==> config.mk <==
export PLATFORM = sky130hd
export DESIGN_NAME = list_ctrl
export DESIGN_NICKNAME = d
export VERILOG_FILES = /design/src/lru_pkg.sv /design/src/list_ctrl.sv /design/src/line_table.sv /design/src/recency_lists.sv /design/src/access_decode.sv /design/src/tag_match.sv
export SDC_FILE = /design/constraint.sdc
export NUM_CORES = 1
export LEC_CHECK = 0
export BUFFER_PORTS_ARGS = -buffer_cell sky130_fd_sc_hd__buf_2
export CORE_MARGIN = 4
export CORE_UTILIZATION = 60
export DETAILED_ROUTE_END_ITERATION = 12
export GPL_TIMING_DRIVEN = 0
export PLACE_DENSITY = 0.79
export SLEW_MARGIN = 15
export SYNTH_ARGS = -nofsm -noshare
export SYNTH_HDL_FRONTEND = slang
export SYNTH_SLANG_ARGS = --single-unit
==> constraint.sdc <==
create_clock -name clk -period 5.4 [get_ports clk]
set_input_delay 1.08 -clock clk [delete_from_list [all_inputs] [get_ports clk]]
set_output_delay 1.08 -clock clk [all_outputs]
set_load 0.02 [all_outputs]
==> src/lru_pkg.sv <==
package lru_pkg;

    // line status codes
    typedef logic [2:0] line_status_t;

    localparam line_status_t ST_INVALID = 3'b000;
    // fetch in progress, line not yet usable
    localparam line_status_t ST_FETCH   = 3'b100;
    localparam line_status_t ST_VALID   = 3'b001;
    localparam line_status_t ST_DIRTY   = 3'b010;

    // access port commands
    typedef logic [1:0] acc_cmd_t;

    localparam acc_cmd_t CMD_WRITE_HIT = 2'b00;
    localparam acc_cmd_t CMD_READ      = 2'b01;
    localparam acc_cmd_t CMD_ALLOC     = 2'b10;
    localparam acc_cmd_t CMD_FILL      = 2'b11;

    // default sizes for the top level
    localparam int DEF_LISTS_DEPTH = 4;
    localparam int DEF_INDEX_WIDTH = 4;

endpackage
==> src/list_ctrl.sv <==
`timescale 1ns/1ns

module list_ctrl #(
    parameter int lists_depth = lru_pkg::DEF_LISTS_DEPTH,
    parameter int index_width = lru_pkg::DEF_INDEX_WIDTH
) (
    input  logic                           clk,
    input  logic                           rst_n,
    input  logic                           acc_req,
    input  lru_pkg::acc_cmd_t              acc_cmd,
    input  logic [index_width-1:0]         acc_index,
    input  logic [$clog2(lists_depth)-1:0] acc_tag,
    output lru_pkg::line_status_t          acc_status,
    output logic [$clog2(lists_depth)-1:0] return_tag,
    output logic [index_width-1:0]         return_index,
    output logic                           allocate_busy
);

    import lru_pkg::*;

    localparam int tag_width = $clog2(lists_depth);

    logic                 hit;
    logic [tag_width-1:0] hit_tag;
    logic [tag_width-1:0] victim_tag;
    logic                 alloc;
    logic                 write_hit;
    logic                 fill;
    logic                 touch;
    logic [tag_width-1:0] touch_tag;

    line_status_t           line_status [lists_depth];
    logic [index_width-1:0] line_index  [lists_depth];

    tag_match #(
        .lists_depth (lists_depth),
        .index_width (index_width)
    ) u_tag_match (
        .acc_index   (acc_index),
        .line_status (line_status),
        .line_index  (line_index),
        .hit         (hit),
        .hit_tag     (hit_tag)
    );

    access_decode #(
        .lists_depth   (lists_depth),
        .index_width   (index_width)
    ) u_access_decode (
        .acc_req       (acc_req),
        .acc_cmd       (acc_cmd),
        .hit           (hit),
        .hit_tag       (hit_tag),
        .victim_tag    (victim_tag),
        .allocate_busy (allocate_busy),
        .alloc         (alloc),
        .write_hit     (write_hit),
        .fill          (fill),
        .touch         (touch),
        .touch_tag     (touch_tag),
        .return_tag    (return_tag)
    );

    recency_lists #(
        .lists_depth   (lists_depth),
        .index_width   (index_width)
    ) u_recency_lists (
        .clk           (clk),
        .rst_n         (rst_n),
        .alloc         (alloc),
        .touch         (touch),
        .touch_tag     (touch_tag),
        .line_status   (line_status),
        .victim_tag    (victim_tag),
        .allocate_busy (allocate_busy)
    );

    line_table #(
        .lists_depth  (lists_depth),
        .index_width  (index_width)
    ) u_line_table (
        .clk          (clk),
        .rst_n        (rst_n),
        .alloc        (alloc),
        .write_hit    (write_hit),
        .fill         (fill),
        .touch        (touch),
        .acc_index    (acc_index),
        .acc_tag      (acc_tag),
        .return_tag   (return_tag),
        .line_status  (line_status),
        .line_index   (line_index),
        .acc_status   (acc_status),
        .return_index (return_index)
    );

endmodule

==> src/line_table.sv <==
`timescale 1ns/1ns

module line_table #(
    parameter int lists_depth = lru_pkg::DEF_LISTS_DEPTH,
    parameter int index_width = lru_pkg::DEF_INDEX_WIDTH
) (
    input  logic                           clk,
    input  logic                           rst_n,
    input  logic                           alloc,
    input  logic                           write_hit,
    input  logic                           fill,
    input  logic                           touch,
    input  logic [index_width-1:0]         acc_index,
    input  logic [$clog2(lists_depth)-1:0] acc_tag,
    input  logic [$clog2(lists_depth)-1:0] return_tag,
    output lru_pkg::line_status_t          line_status [lists_depth],
    output logic [index_width-1:0]         line_index  [lists_depth],
    output lru_pkg::line_status_t          acc_status,
    output logic [index_width-1:0]         return_index
);

    import lru_pkg::*;

    always_ff @(posedge clk or negedge rst_n) begin
        if (!rst_n) begin
            for (int i = 0; i < lists_depth; i++) begin
                line_status[i] <= ST_INVALID;
            end
        end else if (alloc) begin
            line_status[return_tag] <= ST_FETCH;
        end else if (write_hit) begin
            line_status[return_tag] <= ST_DIRTY;
        end else if (fill) begin
            // fill addresses the line directly by tag
            line_status[acc_tag] <= ST_VALID;
        end
    end

    always_ff @(posedge clk) begin
        if (alloc) begin
            line_index[return_tag] <= acc_index;
        end
    end

    // old contents of the returned line, before this cycle's update
    always_comb begin
        acc_status   = ST_INVALID;
        return_index = '0;
        if (alloc || touch) begin
            acc_status   = line_status[return_tag];
            return_index = line_index[return_tag];
        end
    end

endmodule

==> src/recency_lists.sv <==
`timescale 1ns/1ns

module recency_lists #(
    parameter int lists_depth = lru_pkg::DEF_LISTS_DEPTH,
    parameter int index_width = lru_pkg::DEF_INDEX_WIDTH
) (
    input  logic                           clk,
    input  logic                           rst_n,
    input  logic                           alloc,
    input  logic                           touch,
    input  logic [$clog2(lists_depth)-1:0] touch_tag,
    input  lru_pkg::line_status_t          line_status [lists_depth],
    output logic [$clog2(lists_depth)-1:0] victim_tag,
    output logic                           allocate_busy
);

    import lru_pkg::*;

    localparam int tag_width = $clog2(lists_depth);

    logic [tag_width-1:0] prev_tag [lists_depth];
    logic [tag_width-1:0] next_tag [lists_depth];

    // free list only ever pops from its tail
    logic [tag_width-1:0] free_tail;
    logic [tag_width:0]   free_len;

    logic [tag_width-1:0] lru_head;
    logic [tag_width-1:0] lru_tail;
    logic [tag_width:0]   lru_len;

    logic                 free_empty;
    logic                 lru_empty;
    logic                 from_free;
    logic                 relink;
    logic [tag_width-1:0] move_tag;
    logic [tag_width-1:0] move_prev;
    logic [tag_width-1:0] move_next;

    assign free_empty = (free_len == '0);
    assign lru_empty  = (lru_len == '0);

    assign victim_tag    = free_empty ? lru_tail : free_tail;
    assign allocate_busy = free_empty && line_status[lru_tail] == ST_FETCH;

    // eviction is just a move of the lru tail to the head
    assign from_free = alloc && !free_empty;
    assign relink    = touch || (alloc && free_empty);
    assign move_tag  = touch ? touch_tag : victim_tag;
    assign move_prev = prev_tag[move_tag];
    assign move_next = next_tag[move_tag];

    always_ff @(posedge clk or negedge rst_n) begin
        if (!rst_n) begin
            free_tail <= tag_width'(lists_depth - 1);
            free_len  <= (tag_width + 1)'(lists_depth);
            lru_head  <= '0;
            lru_tail  <= '0;
            lru_len   <= '0;
        end else if (from_free) begin
            free_tail <= prev_tag[free_tail];
            free_len  <= free_len - 1'b1;
            lru_head  <= free_tail;
            lru_len   <= lru_len + 1'b1;
            if (lru_empty) begin
                lru_tail <= free_tail;
            end
        end else if (relink && move_tag != lru_head) begin
            lru_head <= move_tag;
            if (move_tag == lru_tail) begin
                lru_tail <= move_prev;
            end
        end
    end

    always_ff @(posedge clk or negedge rst_n) begin
        if (!rst_n) begin
            // all lines chained in order on the free list
            for (int i = 0; i < lists_depth; i++) begin
                if (i == 0) begin
                    prev_tag[i] <= tag_width'(lists_depth - 1);
                end else begin
                    prev_tag[i] <= tag_width'(i - 1);
                end
                if (i == lists_depth - 1) begin
                    next_tag[i] <= '0;
                end else begin
                    next_tag[i] <= tag_width'(i + 1);
                end
            end
        end else if (from_free) begin
            if (!lru_empty) begin
                next_tag[free_tail] <= lru_head;
                prev_tag[lru_head]  <= free_tail;
            end
        end else if (relink && move_tag != lru_head) begin
            // unlink
            next_tag[move_prev] <= move_next;
            if (move_tag != lru_tail) begin
                prev_tag[move_next] <= move_prev;
            end
            // push at head
            next_tag[move_tag] <= lru_head;
            prev_tag[lru_head] <= move_tag;
        end
    end

endmodule

==> src/access_decode.sv <==
`timescale 1ns/1ns

module access_decode #(
    parameter int lists_depth = lru_pkg::DEF_LISTS_DEPTH,
    parameter int index_width = lru_pkg::DEF_INDEX_WIDTH
) (
    input  logic                           acc_req,
    input  lru_pkg::acc_cmd_t              acc_cmd,
    input  logic                           hit,
    input  logic [$clog2(lists_depth)-1:0] hit_tag,
    input  logic [$clog2(lists_depth)-1:0] victim_tag,
    input  logic                           allocate_busy,
    output logic                           alloc,
    output logic                           write_hit,
    output logic                           fill,
    output logic                           touch,
    output logic [$clog2(lists_depth)-1:0] touch_tag,
    output logic [$clog2(lists_depth)-1:0] return_tag
);

    import lru_pkg::*;

    logic is_lookup;

    assign is_lookup = acc_req && (acc_cmd == CMD_WRITE_HIT || acc_cmd == CMD_READ);

    assign touch     = is_lookup && hit;
    assign write_hit = touch && acc_cmd == CMD_WRITE_HIT;
    assign fill      = acc_req && acc_cmd == CMD_FILL;

    // an allocate on a line still being fetched is dropped
    assign alloc = acc_req && acc_cmd == CMD_ALLOC && !allocate_busy;

    assign touch_tag = hit_tag;

    always_comb begin
        return_tag = '0;
        if (touch) begin
            return_tag = hit_tag;
        end else if (alloc) begin
            return_tag = victim_tag;
        end
    end

endmodule

==> src/tag_match.sv <==
`timescale 1ns/1ns

module tag_match #(
    parameter int lists_depth = lru_pkg::DEF_LISTS_DEPTH,
    parameter int index_width = lru_pkg::DEF_INDEX_WIDTH
) (
    input  logic [index_width-1:0]         acc_index,
    input  lru_pkg::line_status_t          line_status [lists_depth],
    input  logic [index_width-1:0]         line_index  [lists_depth],
    output logic                           hit,
    output logic [$clog2(lists_depth)-1:0] hit_tag
);

    import lru_pkg::*;

    localparam int tag_width = $clog2(lists_depth);

    // search every live line, later lines override earlier ones
    always_comb begin
        hit     = 1'b0;
        hit_tag = '0;
        for (int i = 0; i < lists_depth; i++) begin
            if (line_status[i] != ST_INVALID && line_index[i] == acc_index) begin
                hit     = 1'b1;
                hit_tag = tag_width'(i);
            end
        end
    end

endmodule

==> summary.md <==
| Metric | Value |
|---|---|
| CP arrival | `around 4 ns` |
| WL final | `8510 um` |
| Reg2Reg Setup Slack | `approximately 2 ns` |
| Max cap viols | `0` |
| Total track usage | `approximately 25%` |
| Synth warn | `0` |
| Gpl congestion | `0.882` |
| Synthesized area | `between 3000 and 4000 um2` |
| Final max-slew violation count | `0` |
| Gate count after technology mapping | `~360` |
| Setup bufs post-CTS | `0` |
| GRT Residual Overflow | `0` |
| CP required | `roughly 4.3 ns` |
| Die ar. | `roughly 7300 um2` |
| Startpoint types | `input port` |
| Worst slew pin tran | `~1.1 ns` |
| Setup-failing EPs final | `0` |
| Width of the die | `~85 um` |
| Final min period | `between 5 and 6 ns` |
| Post-detail-place hpwl | `around 6300 um` |
| DRT antenna net count | `0` |
| Starting Density | `63.5%` |
| Post-synthesis sequential area ratio | `between 40% and 50%` |
| Root Driver | `clkbuf_8` |
| Crit path kind | `in2out` |
| Leak Pwr | `roughly 1.6 nW` |
| TNS Setup | `0 ns` |
| Layout Area Growth over Synthesis | `7.71%` |
| Wire per inst | `18.4 um` |
| Initial DRC Count | `between 200 and 300` |
| CP max FO | `10` |
| Maximum vdd ir drop | `between 300 and 400 uV` |
| Max Root-Sink Buffers | `2` |
| Most frequent cells in the layout | `nor2_1 (36), nand2_1 (31), dfrtp_1 (29)` |
| Unrepaired setup endpoints after global routing | `no` |
| Ys flop type | `dfrtp_1` |
| Hold Path Depth | `1` |
| Number of global-route vias before repair | `2800` |
| Clock Latency Late Sink | `0.31 ns` |
| Slew headroom | `about a quarter` |
| CTS tree | `yes` |
| Max Fclk | `about 200 MHz` |
| H-tree depth | `2` |
| Die height | `approximately 85 um` |
| PwrDens | `611 nW/um2` |
| HP Class | `reg2reg` |
| Post-CTS sizing | `0` |
| Drt pass-1 iters | `6` |
| Final Hold Fails | `0` |
| Outcome | `finished, final reports clean` |
| Post-route cell area | `slightly below 4000 um2` |
| Initial antenna violation count | `0` |
| DR DRC count | `0` |
| Clock slew at reported path FFs | `roughly 0.09 ns` |
| CTS Sinks | `56` |
| Skew final | `just over 0.008 ns` |
| Crit end category | `output pin` |
| Row Count | `27` |
| Largest net degree at the start of global routing | `slightly above 40` |
| Vias post-DR | `roughly 2900` |
| Ports | `21` |
| Most common cell after layout, fill and taps aside | `nor2_1` |
| Ys async rst share | `a little under three quarters` |
| Flops & latches, synth | `56` |
| Post-DR vias/cell | `6.30` |
| Antenna cells | `0` |
| Core Region | `5640 um2` |
| EDFF count, synth | `16` |
| Area after DPL | `about 3800 um2` |
| Tcrit/Tclk final | `a little over nine tenths` |
| Nets | `404` |
| Post-synth cell types | `55` |
| Avg Synthesized Cell Area | `a little under 10 um2` |
| # hold bufs at CTS | `0` |
| Syn nets | `between 300 and 400` |
| Share of cells above drive strength 1 | `17.2%` |
| Global-route wire length before repair | `roughly 14000 um` |
| # port buffers | `20` |
| R2R cell count | `8` |
| CTS Buf Count | `5` |
## Yosys cell counts, types with 11 or more instances
cell       n  area (um2)
edfxtp_1  16         480
xor2_1    14         123
inv_1     20        75.1
nor2_1    36         135
nor2b_1   11        68.8
nor3_1    12        60.1
a21oi_1   12        60.1
o21ai_0   13        65.1
dfstp_2   11         289
dfrtp_1   29         726
a211oi_1  16         120
mux2i_1   20         200
nand2_1   31         116
## state kept, by name, indices dropped and copies added, names as in the netlist
signal,count
u_line_table.line_index,16
u_line_table.line_status,12
u_recency_lists.next_tag,8
u_recency_lists.prev_tag,8
u_recency_lists.free_len,3
u_recency_lists.lru_len,3
u_recency_lists.free_tail,2
u_recency_lists.lru_head,2
u_recency_lists.lru_tail,2
## routing by layer
layer	wire length, um	GRT usage [%]	part of all wire [%]
met5	0	0	0
met4	122	6.62	1.4
met3	577	4.17	6.8
met2	4030	39.0	47
met1	3770	34.8	44
## report_power, final
group          switching (mW)  internal (mW)  leakage (nW)
clock                   0.130         0.0947        0.0454
combinational           0.863          0.562         0.937
sequential              0.106          0.602         0.613
total                    1.10           1.26          1.60
## final cells by class
cell class	instances	area, um2
multi-input cells	268	1910
fillers	464	1780
flip-flops and latches	56	1500
plain buffers	18	101
repair buffers	20	100
well taps	72	90.1
clock buffers	7	77.6
inverters	20	75.1
clock inverters	1	8.76
## cells by family after synthesis
kind of cell / share of synthesized area, %
compound gates: 17.3
xor+xnor: 6.04
simple gates: 18.4
buf+inv: 4.92
flops: 41.7
fa+ha+maj: 1.40
mux: 10.3
## worst paths after layout
kind	from	endpoint
worst max-delay path	acc_index[1]	return_index[1]
worst min-delay path	u_recency_lists.lru_len[2]	u_recency_lists.lru_len[2]
worst max register to register	u_line_table.line_status[7]	u_line_table.line_index[1]
worst min register to register	u_recency_lists.lru_len[2]	u_recency_lists.lru_len[2]
max in group asynchronous	rst_n	u_recency_lists.next_tag[0]
min in group asynchronous	rst_n	u_recency_lists.lru_len[0]
## stage by stage
| step | utilization, % | hold slack, ns | instances | worst slack (ns) | power [mW] |
|---|---|---|---|---|---|
| 5_1_grt | 68.4 | 0.528 | 462 | 0.256 | 2.53 |
| 6_report | 68.4 | 0.479 | 462 | 0.340 | 2.36 |
| 3_3_place_gp | 66.9 | 0.462 | 454 | 0.494 | 2.07 |
| 2_1_floorplan | - | 0.436 | 362 | 0.980 | 1.78 |
| 4_1_cts | 68.4 | 0.482 | 462 | 0.392 | 2.34 |
| 3_5_place_dp | 66.9 | 0.463 | 454 | 0.408 | 2.12 |
## worst max-delay path, stage by stage
cell and delay [ns]:
buf_2 0.16, xor2_1 0.19, nor4_2 0.45, and2_1 0.19, o311a_1 0.18, buf_6 0.17, buf_12 0.14, buf_2 0.24
buf_1 0.52, a211oi_1 0.16, a211oi_1 0.26, buf_2 0.21
(Power assumes the default switching activity.)
